$ cat config.mk
export PLATFORM = sky130hd
export DESIGN_NAME = cpu_top
export DESIGN_NICKNAME = d
export VERILOG_FILES = /design/src/source/cpu_ctrl_pkg.sv /design/src/source/cpu_isa_pkg.sv /design/src/source/alu.sv /design/src/source/arch_state.sv /design/src/source/cpu_fsm.sv /design/src/source/cpu_top.sv /design/src/source/inst_decoder.sv /design/src/source/pc_unit.sv
export SDC_FILE = /design/constraint.sdc
export NUM_CORES = 1
export LEC_CHECK = 0
export BUFFER_PORTS_ARGS = -buffer_cell sky130_fd_sc_hd__buf_4
export CORE_MARGIN = 5
export CORE_UTILIZATION = 60
export DETAILED_ROUTE_END_ITERATION = 12
export PLACE_DENSITY = 0.79
export RECOVER_POWER = 25
export SYNTH_ARGS = -nofsm -noshare
export SYNTH_HDL_FRONTEND = slang
export SYNTH_SLANG_ARGS = --single-unit
$ cat constraint.sdc
create_clock -name clk -period 6.3 [get_ports clk]
set_input_delay 1.26 -clock clk [delete_from_list [all_inputs] [get_ports clk]]
set_output_delay 1.26 -clock clk [all_outputs]
set_load 0.1 [all_outputs]
$ cat src/source/cpu_ctrl_pkg.sv
package cpu_ctrl_pkg;

    // Sequencer states
    typedef enum logic [1:0] {
        FETCH,
        EXECUTE,
        HALTED
    } state_e;

    typedef enum logic [3:0] {
        OP_ADD,
        OP_SUB,
        OP_AND,
        OP_OR,
        OP_NOT,
        OP_TCP,
        OP_SHL,
        OP_SHR,
        OP_LHI
    } alu_op_e;

    typedef struct packed {
        alu_op_e alu_op;
        logic    alu_src_imm;     // B operand from immediate
        logic    imm_zero_ext;
        logic    reg_write;
        logic    dest_rd;         // Write rd, else rt
        logic    is_wwd;
        logic    is_halt;
        logic    is_jump;
        logic    is_branch;
        logic    branch_on_equal;
    } ctrl_t;

endpackage

$ cat src/source/cpu_isa_pkg.sv
package cpu_isa_pkg;

    ////////////////////////////////////////////////////////////////////
    // Basic word types
    ////////////////////////////////////////////////////////////////////

    typedef logic [15:0] word_t;      // Data, address and instruction
    typedef logic [1:0]  reg_addr_t;  // r0 .. r3

    ////////////////////////////////////////////////////////////////////
    // Opcode and function codes
    ////////////////////////////////////////////////////////////////////

    typedef enum logic [3:0] {
        BNE   = 4'd0,
        BEQ   = 4'd1,
        ADI   = 4'd4,
        ORI   = 4'd5,
        LHI   = 4'd6,
        JMP   = 4'd9,
        RTYPE = 4'd15
    } opcode_e;

    // Only meaningful when the opcode is RTYPE
    typedef enum logic [5:0] {
        ADD = 6'd0,
        SUB = 6'd1,
        AND = 6'd2,
        ORR = 6'd3,
        NOT = 6'd4,
        TCP = 6'd5,
        SHL = 6'd6,
        SHR = 6'd7,
        WWD = 6'd28,
        HLT = 6'd29
    } funct_e;

    // Field view of an instruction word
    // Immediate sits in [7:0] and jump target in [11:0] of the packed view
    typedef struct packed {
        opcode_e   opcode;  // [15:12]
        reg_addr_t rs;      // [11:10]
        reg_addr_t rt;      // [9:8]
        reg_addr_t rd;      // [7:6]
        funct_e    funct;   // [5:0]
    } inst_fields_t;

endpackage

$ cat src/source/alu.sv
`timescale 1ns/1ps

module alu (
    input  cpu_isa_pkg::word_t        read_data_1,
    input  cpu_isa_pkg::word_t        read_data_2,
    input  cpu_ctrl_pkg::ctrl_t       ctrl,
    input  cpu_isa_pkg::inst_fields_t fields,
    output cpu_isa_pkg::word_t        result,
    output logic                      is_zero
);

    cpu_isa_pkg::word_t imm_ext;
    cpu_isa_pkg::word_t op_b;

    // 8-bit immediate, extended per opcode
    assign imm_ext = ctrl.imm_zero_ext ? {8'h00, fields[7:0]}
                                       : {{8{fields[7]}}, fields[7:0]};
    assign op_b    = ctrl.alu_src_imm ? imm_ext : read_data_2;

    always_comb begin
        case (ctrl.alu_op)
            cpu_ctrl_pkg::OP_ADD: result = read_data_1 + op_b;
            cpu_ctrl_pkg::OP_SUB: result = read_data_1 - op_b;
            cpu_ctrl_pkg::OP_AND: result = read_data_1 & op_b;
            cpu_ctrl_pkg::OP_OR:  result = read_data_1 | op_b;
            cpu_ctrl_pkg::OP_NOT: result = ~read_data_1;
            cpu_ctrl_pkg::OP_TCP: result = ~read_data_1 + 16'd1;
            cpu_ctrl_pkg::OP_SHL: result = {read_data_1[14:0], 1'b0};
            cpu_ctrl_pkg::OP_SHR: result = {1'b0, read_data_1[15:1]};  // Logical
            cpu_ctrl_pkg::OP_LHI: result = {op_b[7:0], 8'h00};
            default:              result = '0;
        endcase
    end

    assign is_zero = (result == 16'h0000);

endmodule

$ cat src/source/arch_state.sv
`timescale 1ns/1ps

module arch_state (
    input  logic                      clk,
    input  logic                      reset_n,
    input  logic                      exec_en,
    input  cpu_ctrl_pkg::ctrl_t       ctrl,
    input  cpu_isa_pkg::inst_fields_t fields,
    input  cpu_isa_pkg::word_t        result,
    output cpu_isa_pkg::word_t        read_data_1,
    output cpu_isa_pkg::word_t        read_data_2,
    output cpu_isa_pkg::word_t        output_port
);

    cpu_isa_pkg::word_t    regs [4];
    cpu_isa_pkg::reg_addr_t wr_addr;

    assign wr_addr = ctrl.dest_rd ? fields.rd : fields.rt;

    // Combinational read ports
    assign read_data_1 = regs[fields.rs];
    assign read_data_2 = regs[fields.rt];

    always_ff @(posedge clk) begin
        if (reset_n) begin
            regs        <= '{default: '0};
            output_port <= '0;
        end else if (exec_en) begin
            if (ctrl.reg_write) begin
                regs[wr_addr] <= result;
            end
            if (ctrl.is_wwd) begin
                output_port <= read_data_1;  // WWD shows rs
            end
        end
    end

endmodule

$ cat src/source/cpu_fsm.sv
`timescale 1ns/1ps

module cpu_fsm (
    input  logic                 clk,
    input  logic                 reset_n,
    input  logic                 m1_ack,
    input  cpu_ctrl_pkg::ctrl_t  ctrl,
    output logic                 read_m1,
    output logic                 ir_load,
    output logic                 exec_en,
    output logic                 is_halted
);

    cpu_ctrl_pkg::state_e state;
    logic                 fetch_req;  // Registered fetch strobe

    ////////////////////////////////////////////////////////////////////
    // Sequencing
    ////////////////////////////////////////////////////////////////////

    always_ff @(posedge clk) begin
        if (reset_n) begin
            state     <= cpu_ctrl_pkg::FETCH;
            fetch_req <= 1'b0;
        end else begin
            case (state)
                cpu_ctrl_pkg::FETCH: begin
                    if (fetch_req && m1_ack) begin
                        state     <= cpu_ctrl_pkg::EXECUTE;
                        fetch_req <= 1'b0;
                    end else begin
                        fetch_req <= 1'b1;   // Hold until memory answers
                    end
                end
                cpu_ctrl_pkg::EXECUTE: begin
                    if (ctrl.is_halt) begin
                        state     <= cpu_ctrl_pkg::HALTED;
                        fetch_req <= 1'b0;
                    end else begin
                        state     <= cpu_ctrl_pkg::FETCH;
                        fetch_req <= 1'b1;
                    end
                end
                default: begin
                    // Parked until reset
                    state     <= cpu_ctrl_pkg::HALTED;
                    fetch_req <= 1'b0;
                end
            endcase
        end
    end

    ////////////////////////////////////////////////////////////////////
    // Outputs
    ////////////////////////////////////////////////////////////////////

    assign read_m1   = fetch_req;
    assign ir_load   = fetch_req & m1_ack;  // Capture in the ack cycle
    assign exec_en   = (state == cpu_ctrl_pkg::EXECUTE);
    assign is_halted = (state == cpu_ctrl_pkg::HALTED);

endmodule

$ cat src/source/cpu_top.sv
`timescale 1ns/1ps

module cpu_top #(
    parameter cpu_isa_pkg::word_t RESET_PC = 16'h0000
) (
    input  logic               clk,
    input  logic               reset_n,
    input  cpu_isa_pkg::word_t data1,
    input  logic               m1_ack,
    output logic               read_m1,
    output cpu_isa_pkg::word_t address1,
    output cpu_isa_pkg::word_t num_inst,
    output cpu_isa_pkg::word_t output_port,
    output logic               is_halted
);

    cpu_ctrl_pkg::ctrl_t       ctrl;
    cpu_isa_pkg::inst_fields_t fields;
    cpu_isa_pkg::word_t        read_data_1;
    cpu_isa_pkg::word_t        read_data_2;
    cpu_isa_pkg::word_t        result;
    logic                      ir_load;
    logic                      exec_en;
    logic                      is_zero;

    ////////////////////////////////////////////////////////////////////
    // Fetch / execute sequencing
    ////////////////////////////////////////////////////////////////////

    cpu_fsm u_fsm (
        .clk       (clk),
        .reset_n   (reset_n),
        .m1_ack    (m1_ack),
        .ctrl      (ctrl),
        .read_m1   (read_m1),
        .ir_load   (ir_load),
        .exec_en   (exec_en),
        .is_halted (is_halted)
    );

    pc_unit #(.RESET_PC(RESET_PC)) u_pc (
        .clk       (clk),
        .reset_n   (reset_n),
        .exec_en   (exec_en),
        .ctrl      (ctrl),
        .fields    (fields),
        .is_zero   (is_zero),
        .pc        (address1),  // PC drives the fetch address
        .num_inst  (num_inst)
    );

    inst_decoder u_decoder (
        .clk       (clk),
        .reset_n   (reset_n),
        .ir_load   (ir_load),
        .data1     (data1),
        .ctrl      (ctrl),
        .fields    (fields)
    );

    ////////////////////////////////////////////////////////////////////
    // Datapath
    ////////////////////////////////////////////////////////////////////

    arch_state u_arch (
        .clk         (clk),
        .reset_n     (reset_n),
        .exec_en     (exec_en),
        .ctrl        (ctrl),
        .fields      (fields),
        .result      (result),
        .read_data_1 (read_data_1),
        .read_data_2 (read_data_2),
        .output_port (output_port)
    );

    alu u_alu (
        .read_data_1 (read_data_1),
        .read_data_2 (read_data_2),
        .ctrl        (ctrl),
        .fields      (fields),
        .result      (result),
        .is_zero     (is_zero)
    );

endmodule

$ cat src/source/inst_decoder.sv
`timescale 1ns/1ps

module inst_decoder (
    input  logic                      clk,
    input  logic                      reset_n,
    input  logic                      ir_load,
    input  cpu_isa_pkg::word_t        data1,
    output cpu_ctrl_pkg::ctrl_t       ctrl,
    output cpu_isa_pkg::inst_fields_t fields
);

    cpu_isa_pkg::inst_fields_t ir;

    // All-zero IR decodes as BNE r0, r0 which never branches
    always_ff @(posedge clk) begin
        if (reset_n) begin
            ir <= '0;
        end else if (ir_load) begin
            ir <= cpu_isa_pkg::inst_fields_t'(data1);
        end
    end

    assign fields = ir;

    ////////////////////////////////////////////////////////////////////
    // Control decode
    ////////////////////////////////////////////////////////////////////

    always_comb begin
        ctrl = '0;  // Unknown encodings fall through as no-ops
        case (ir.opcode)
            cpu_isa_pkg::BNE,
            cpu_isa_pkg::BEQ: begin
                ctrl.alu_op          = cpu_ctrl_pkg::OP_SUB;  // rs - rt drives is_zero
                ctrl.is_branch       = 1'b1;
                ctrl.branch_on_equal = (ir.opcode == cpu_isa_pkg::BEQ);
            end
            cpu_isa_pkg::ADI: begin
                ctrl.alu_op      = cpu_ctrl_pkg::OP_ADD;
                ctrl.alu_src_imm = 1'b1;
                ctrl.reg_write   = 1'b1;
            end
            cpu_isa_pkg::ORI: begin
                ctrl.alu_op       = cpu_ctrl_pkg::OP_OR;
                ctrl.alu_src_imm  = 1'b1;
                ctrl.imm_zero_ext = 1'b1;
                ctrl.reg_write    = 1'b1;
            end
            cpu_isa_pkg::LHI: begin
                ctrl.alu_op       = cpu_ctrl_pkg::OP_LHI;
                ctrl.alu_src_imm  = 1'b1;
                ctrl.imm_zero_ext = 1'b1;
                ctrl.reg_write    = 1'b1;
            end
            cpu_isa_pkg::JMP: ctrl.is_jump = 1'b1;
            cpu_isa_pkg::RTYPE: begin
                ctrl.dest_rd = 1'b1;
                case (ir.funct)
                    cpu_isa_pkg::ADD: ctrl.alu_op = cpu_ctrl_pkg::OP_ADD;
                    cpu_isa_pkg::SUB: ctrl.alu_op = cpu_ctrl_pkg::OP_SUB;
                    cpu_isa_pkg::AND: ctrl.alu_op = cpu_ctrl_pkg::OP_AND;
                    cpu_isa_pkg::ORR: ctrl.alu_op = cpu_ctrl_pkg::OP_OR;
                    cpu_isa_pkg::NOT: ctrl.alu_op = cpu_ctrl_pkg::OP_NOT;
                    cpu_isa_pkg::TCP: ctrl.alu_op = cpu_ctrl_pkg::OP_TCP;
                    cpu_isa_pkg::SHL: ctrl.alu_op = cpu_ctrl_pkg::OP_SHL;
                    cpu_isa_pkg::SHR: ctrl.alu_op = cpu_ctrl_pkg::OP_SHR;
                    default:          ctrl.alu_op = cpu_ctrl_pkg::OP_ADD;
                endcase
                ctrl.reg_write = (ir.funct inside {cpu_isa_pkg::ADD, cpu_isa_pkg::SUB,
                                                   cpu_isa_pkg::AND, cpu_isa_pkg::ORR,
                                                   cpu_isa_pkg::NOT, cpu_isa_pkg::TCP,
                                                   cpu_isa_pkg::SHL, cpu_isa_pkg::SHR});
                ctrl.is_wwd    = (ir.funct == cpu_isa_pkg::WWD);
                ctrl.is_halt   = (ir.funct == cpu_isa_pkg::HLT);
            end
            default: ctrl = '0;
        endcase
    end

endmodule

$ cat src/source/pc_unit.sv
`timescale 1ns/1ps

module pc_unit #(
    parameter cpu_isa_pkg::word_t RESET_PC = 16'h0000
) (
    input  logic                      clk,
    input  logic                      reset_n,
    input  logic                      exec_en,
    input  cpu_ctrl_pkg::ctrl_t       ctrl,
    input  cpu_isa_pkg::inst_fields_t fields,
    input  logic                      is_zero,
    output cpu_isa_pkg::word_t        pc,
    output cpu_isa_pkg::word_t        num_inst
);

    cpu_isa_pkg::word_t pc_plus1;
    cpu_isa_pkg::word_t branch_target;
    cpu_isa_pkg::word_t jump_target;
    cpu_isa_pkg::word_t next_pc;
    logic               taken;

    assign pc_plus1      = pc + 16'd1;
    assign branch_target = pc_plus1 + {{8{fields[7]}}, fields[7:0]};
    assign jump_target   = {pc[15:12], fields[11:0]};  // Stays in the current 4K page

    // BEQ takes on zero, BNE on non-zero
    assign taken = ctrl.is_branch && (is_zero == ctrl.branch_on_equal);

    always_comb begin
        if (ctrl.is_jump) begin
            next_pc = jump_target;
        end else if (taken) begin
            next_pc = branch_target;
        end else begin
            next_pc = pc_plus1;
        end
    end

    always_ff @(posedge clk) begin
        if (reset_n) begin
            pc       <= RESET_PC;
            num_inst <= '0;
        end else if (exec_en) begin
            pc       <= next_pc;
            num_inst <= num_inst + 16'd1;  // HLT and no-ops count too
        end
    end

endmodule

==> impl_metrics.toml <==
[outcome]
status = "complete, no violations"

[worst_setup_path]
r2r_setup_slack_ps = 370
reg2reg_to = "u_pc.pc[1]"
end_kind = "flip-flop"
cp.buffers_inverters = 2
critPathMaxStageDelay_ps = 720
r2r_cells = 20
critPathLaunchType = "flip-flop"
reg2reg_from = "u_decoder.fields[8]"
crit_type = "flip-flop to flip-flop"
crit_arrival_ps = 6290
cpMaxStageDelayCell = "dfxtp_1"
path_cells = "buf_4 -> mux4_2 -> or3_1 -> a221o_1 -> or4_1 -> nand2_1 -> xnor2_1 -> ha_1 -> and4_1 -> nand3_1 -> o211ai_1 -> o211ai_1 -> xnor2_1 -> a21boi_2 -> nand4_1 -> and4bb_4 -> mux2i_4 -> buf_12 -> mux2_4 -> o21ai_1"
crit_path_start = "u_decoder.fields[8]"
critical_path_required_ps = 6660
cp_max_fo = 17
path_delay_family = "simple AND/OR/NAND/NOR gates"
cp_num_cells = 20
crit_path_end = "u_pc.pc[1]"

[finish]
area_growth_pct = 13.64
antennaDiodeCount = 0
drive_gt1_share_pct = 14.74
fill_cells = 1247
nNetsFinal = 1234

[floorplanning]
rows = 45
initial_core_util_pct = 61.74
die_w_um = 135.5
ios = 69
die_area_um2 = 18370
core_um2 = 15310
die_h_um = 135.5

[pwr]
net-switching-power_mw = 0.7149
comb_power_share_pct = 21.4
p_int_mw = 1.658
p_clk_share_pct = 41.5
vdd_drop_max_mv = 0.1993
swShare_pct = 30.13
p_leak_nw = 4.075
p_seq_share_pct = 37.0
powerDensity_nw_per_um2 = 220.8

[yosys]
synthTopCellsByArea = "dfxtp_1 (28%), mux4_2 (7.6%), nor2_1 (6.6%)"
synth.most_common_cell = "nor2_1"
synth-edff-count = 0
synth_compound_area_share_pct = 20.99
synth_nets = 1184
synthTopCellsByCount = "nor2_1 (165), dfxtp_1 (134), nand2_1 (100), a211oi_1 (74), a21oi_1 (55)"
avgSynthCellArea_um2 = 8.412
synthArstFlopShare_pct = 0
synthAdderAreaFrac_pct = 6.219
synth.largest_area_cell = "dfxtp_1"
synth_xor_area_share_pct = 7.410
yosysUniqueCellTypes = 85
synth_top_family_by_area = "compound AO/OA/AOI/OAI gates"
synth.yosys.seq_area_share_pct = 28.37
netlist_instances = 1124
syn-cell-area_um2 = 9455
ys.flop_type = "dfxtp_1"
synth_mux_area_share_pct = 11.96
yosys.area_share.simple_pct = 20.92
yosys_warnings = 0
yosys.area.top_type_share_pct = 28.37
ys_ff_latch = 134

[clock_tree]
cts_hold_buf = 0
cts-root-buf = "clkbuf_16"
cts-htree-levels = 4
cts_buffers = 17
post_cts_buffers = 0
path_clk_slew_ps = 60
cts_tree = "built"
cts_sinks = 134
post_cts_resized = 0
clk_latency_ps = 430
clockBufferDepth = 2

[timing]
clock.fmax_mhz = 168.8
fin_crit_ps = 5925
hold_violations = 0
fin_crit_sh_pct = 94.05
setup_viol = 0
hold_ws_ps = 494.0
slew_headroom_pct = 13.81
final.setup.tns_ps = 0
clock_skew_ps = 12.13
rsz0062_at_grt = "false"
worstMarginPinSlew_ps = 1283
slew_violations = 0

[grt]
track_usage_pct = 32.88
antenna_found_initial = 0
grt_max_degree = 102
grt_pass1_wl_um = 47600
overflow = 0
grt_pass1_vias = 8746

[drt]
drt-total-wl_um = 29960
firstDrtPassIters = 5
avgRoutedWirePerCell_um = 21.43
antenna_left = 0
routed_via_density = 6.603
num_vias = 9231
route.detailed.drc = 0
drt_first_iter_violations = 1110

[min_path]
min_path_type = "flip-flop to flip-flop"

[placed_design]
gp_congestion = 1.023
dpl.hpwl_um = 21550
port_buffers = 68

[run]
drv_cap = 0
## power groups by stage
stage / clock, mW / sequential (mW) / combinational (mW)
after CTS: 0.993 / 0.878 / 0.494
final: 0.986 / 0.879 / 0.508
after global routing: 1.03 / 0.880 / 0.539
after global placement: 0 / 0.896 / 0.485
after detailed placement: 0 / 0.896 / 0.489
after floorplan: 0 / 0.910 / 0.322
## stage by stage
step | power, mW | util (%) | cell area [um^2] | cells | setup slack, ps
finish | 2.373 | 70.16 | 10750 | 1398 | 374.6
global route | 2.452 | 70.16 | 10750 | 1398 | 49.74
CTS | 2.365 | 70.43 | 10790 | 1398 | 401.0
detailed placement | 1.386 | 66.62 | 10200 | 1366 | 431.2
global placement | 1.381 | 66.62 | 10200 | 1366 | 568.7
floorplan | 1.232 | - | 9455 | 1124 | 748.6
## cell usage in the layout (no fill, tap or decap), types with 35 or more instances in the layout
master,instances
nand2_1,100
nand3_1,35
nor2_1,163
a21oi_1,55
ha_1,39
buf_4,88
a211oi_1,74
mux2i_1,35
dfxtp_1,134
xnor2_1,48
## sequential cells by signal, summed over array words and instances (netlist names), named ones only
register	count
u_arch.regs	64
u_arch.output_port	16
u_decoder.fields	16
u_pc.num_inst	16
u_pc.pc	16
u_fsm.state	2
u_fsm.read_m1	1
## worst min path at each step
stage / from / depth (start not counted) / endpoint
2_1_floorplan: u_fsm.state[1] / 1 / u_fsm.read_m1
3_3_place_gp: u_arch.output_port[0] / 2 / u_arch.output_port[0]
3_5_place_dp: u_arch.output_port[4] / 2 / u_arch.output_port[4]
4_1_cts: u_arch.output_port[4] / 2 / u_arch.output_port[4]
5_1_grt: u_arch.output_port[4] / 2 / u_arch.output_port[4]
6_report: u_arch.output_port[4] / 2 / u_arch.output_port[4]
## worst reg2reg max path, stage by stage, from the launching register on
cell	delay (ps)
dfxtp_1	720
buf_4	280
mux4_2	540
or3_1	420
a221o_1	300
or4_1	470
nand2_1	120
xnor2_1	110
ha_1	320
and4_1	240
nand3_1	90
o211ai_1	210
o211ai_1	140
xnor2_1	150
a21boi_2	290
nand4_1	160
and4bb_4	420
mux2i_4	260
buf_12	200
mux2_4	310
o21ai_1	120
## final cells by class
| type | count | area (um^2) | share of cell area [%] |
|---|---|---|---|
| Tap cell | 211 | 264.0 | 2.457 |
| Timing Repair Buffer | 101 | 729.5 | 6.789 |
| Multi-Input combinational cell | 898 | 6402 | 59.58 |
| Clock inverter | 12 | 127.6 | 1.188 |
| Inverter | 22 | 82.58 | 0.7685 |
| Clock buffer | 20 | 456.7 | 4.250 |
| Sequential cell | 134 | 2683 | 24.97 |
## metal layers
layer | track usage, % | wire (um) | up-vias | share of wire (%)
met1 | 45.71 | 13010 | 4413 | 43
met4 | 10.41 | 765 | 0 | 2.6
met3 | 7.838 | 2953 | 75 | 9.9
met2 | 50.66 | 13230 | 498 | 44
met5 | 0 | 0 | - | 0
li1 | - | - | 4245 | -
## logic make-up (layout without fill, tap and decap cells)
| group | after synthesis | count (layout) |
|---|---|---|
| AOI/OAI and AO/OA | 283 | 283 |
| muxes | 71 | 71 |
| adders and majority gates | 47 | 47 |
| xor gates and xnor gates | 80 | 80 |
| buffers and inverters | 92 | 155 |
| and+or+nand+nor | 417 | 417 |
| DFF | 134 | 134 |
Power figures use the tool's default switching activity.
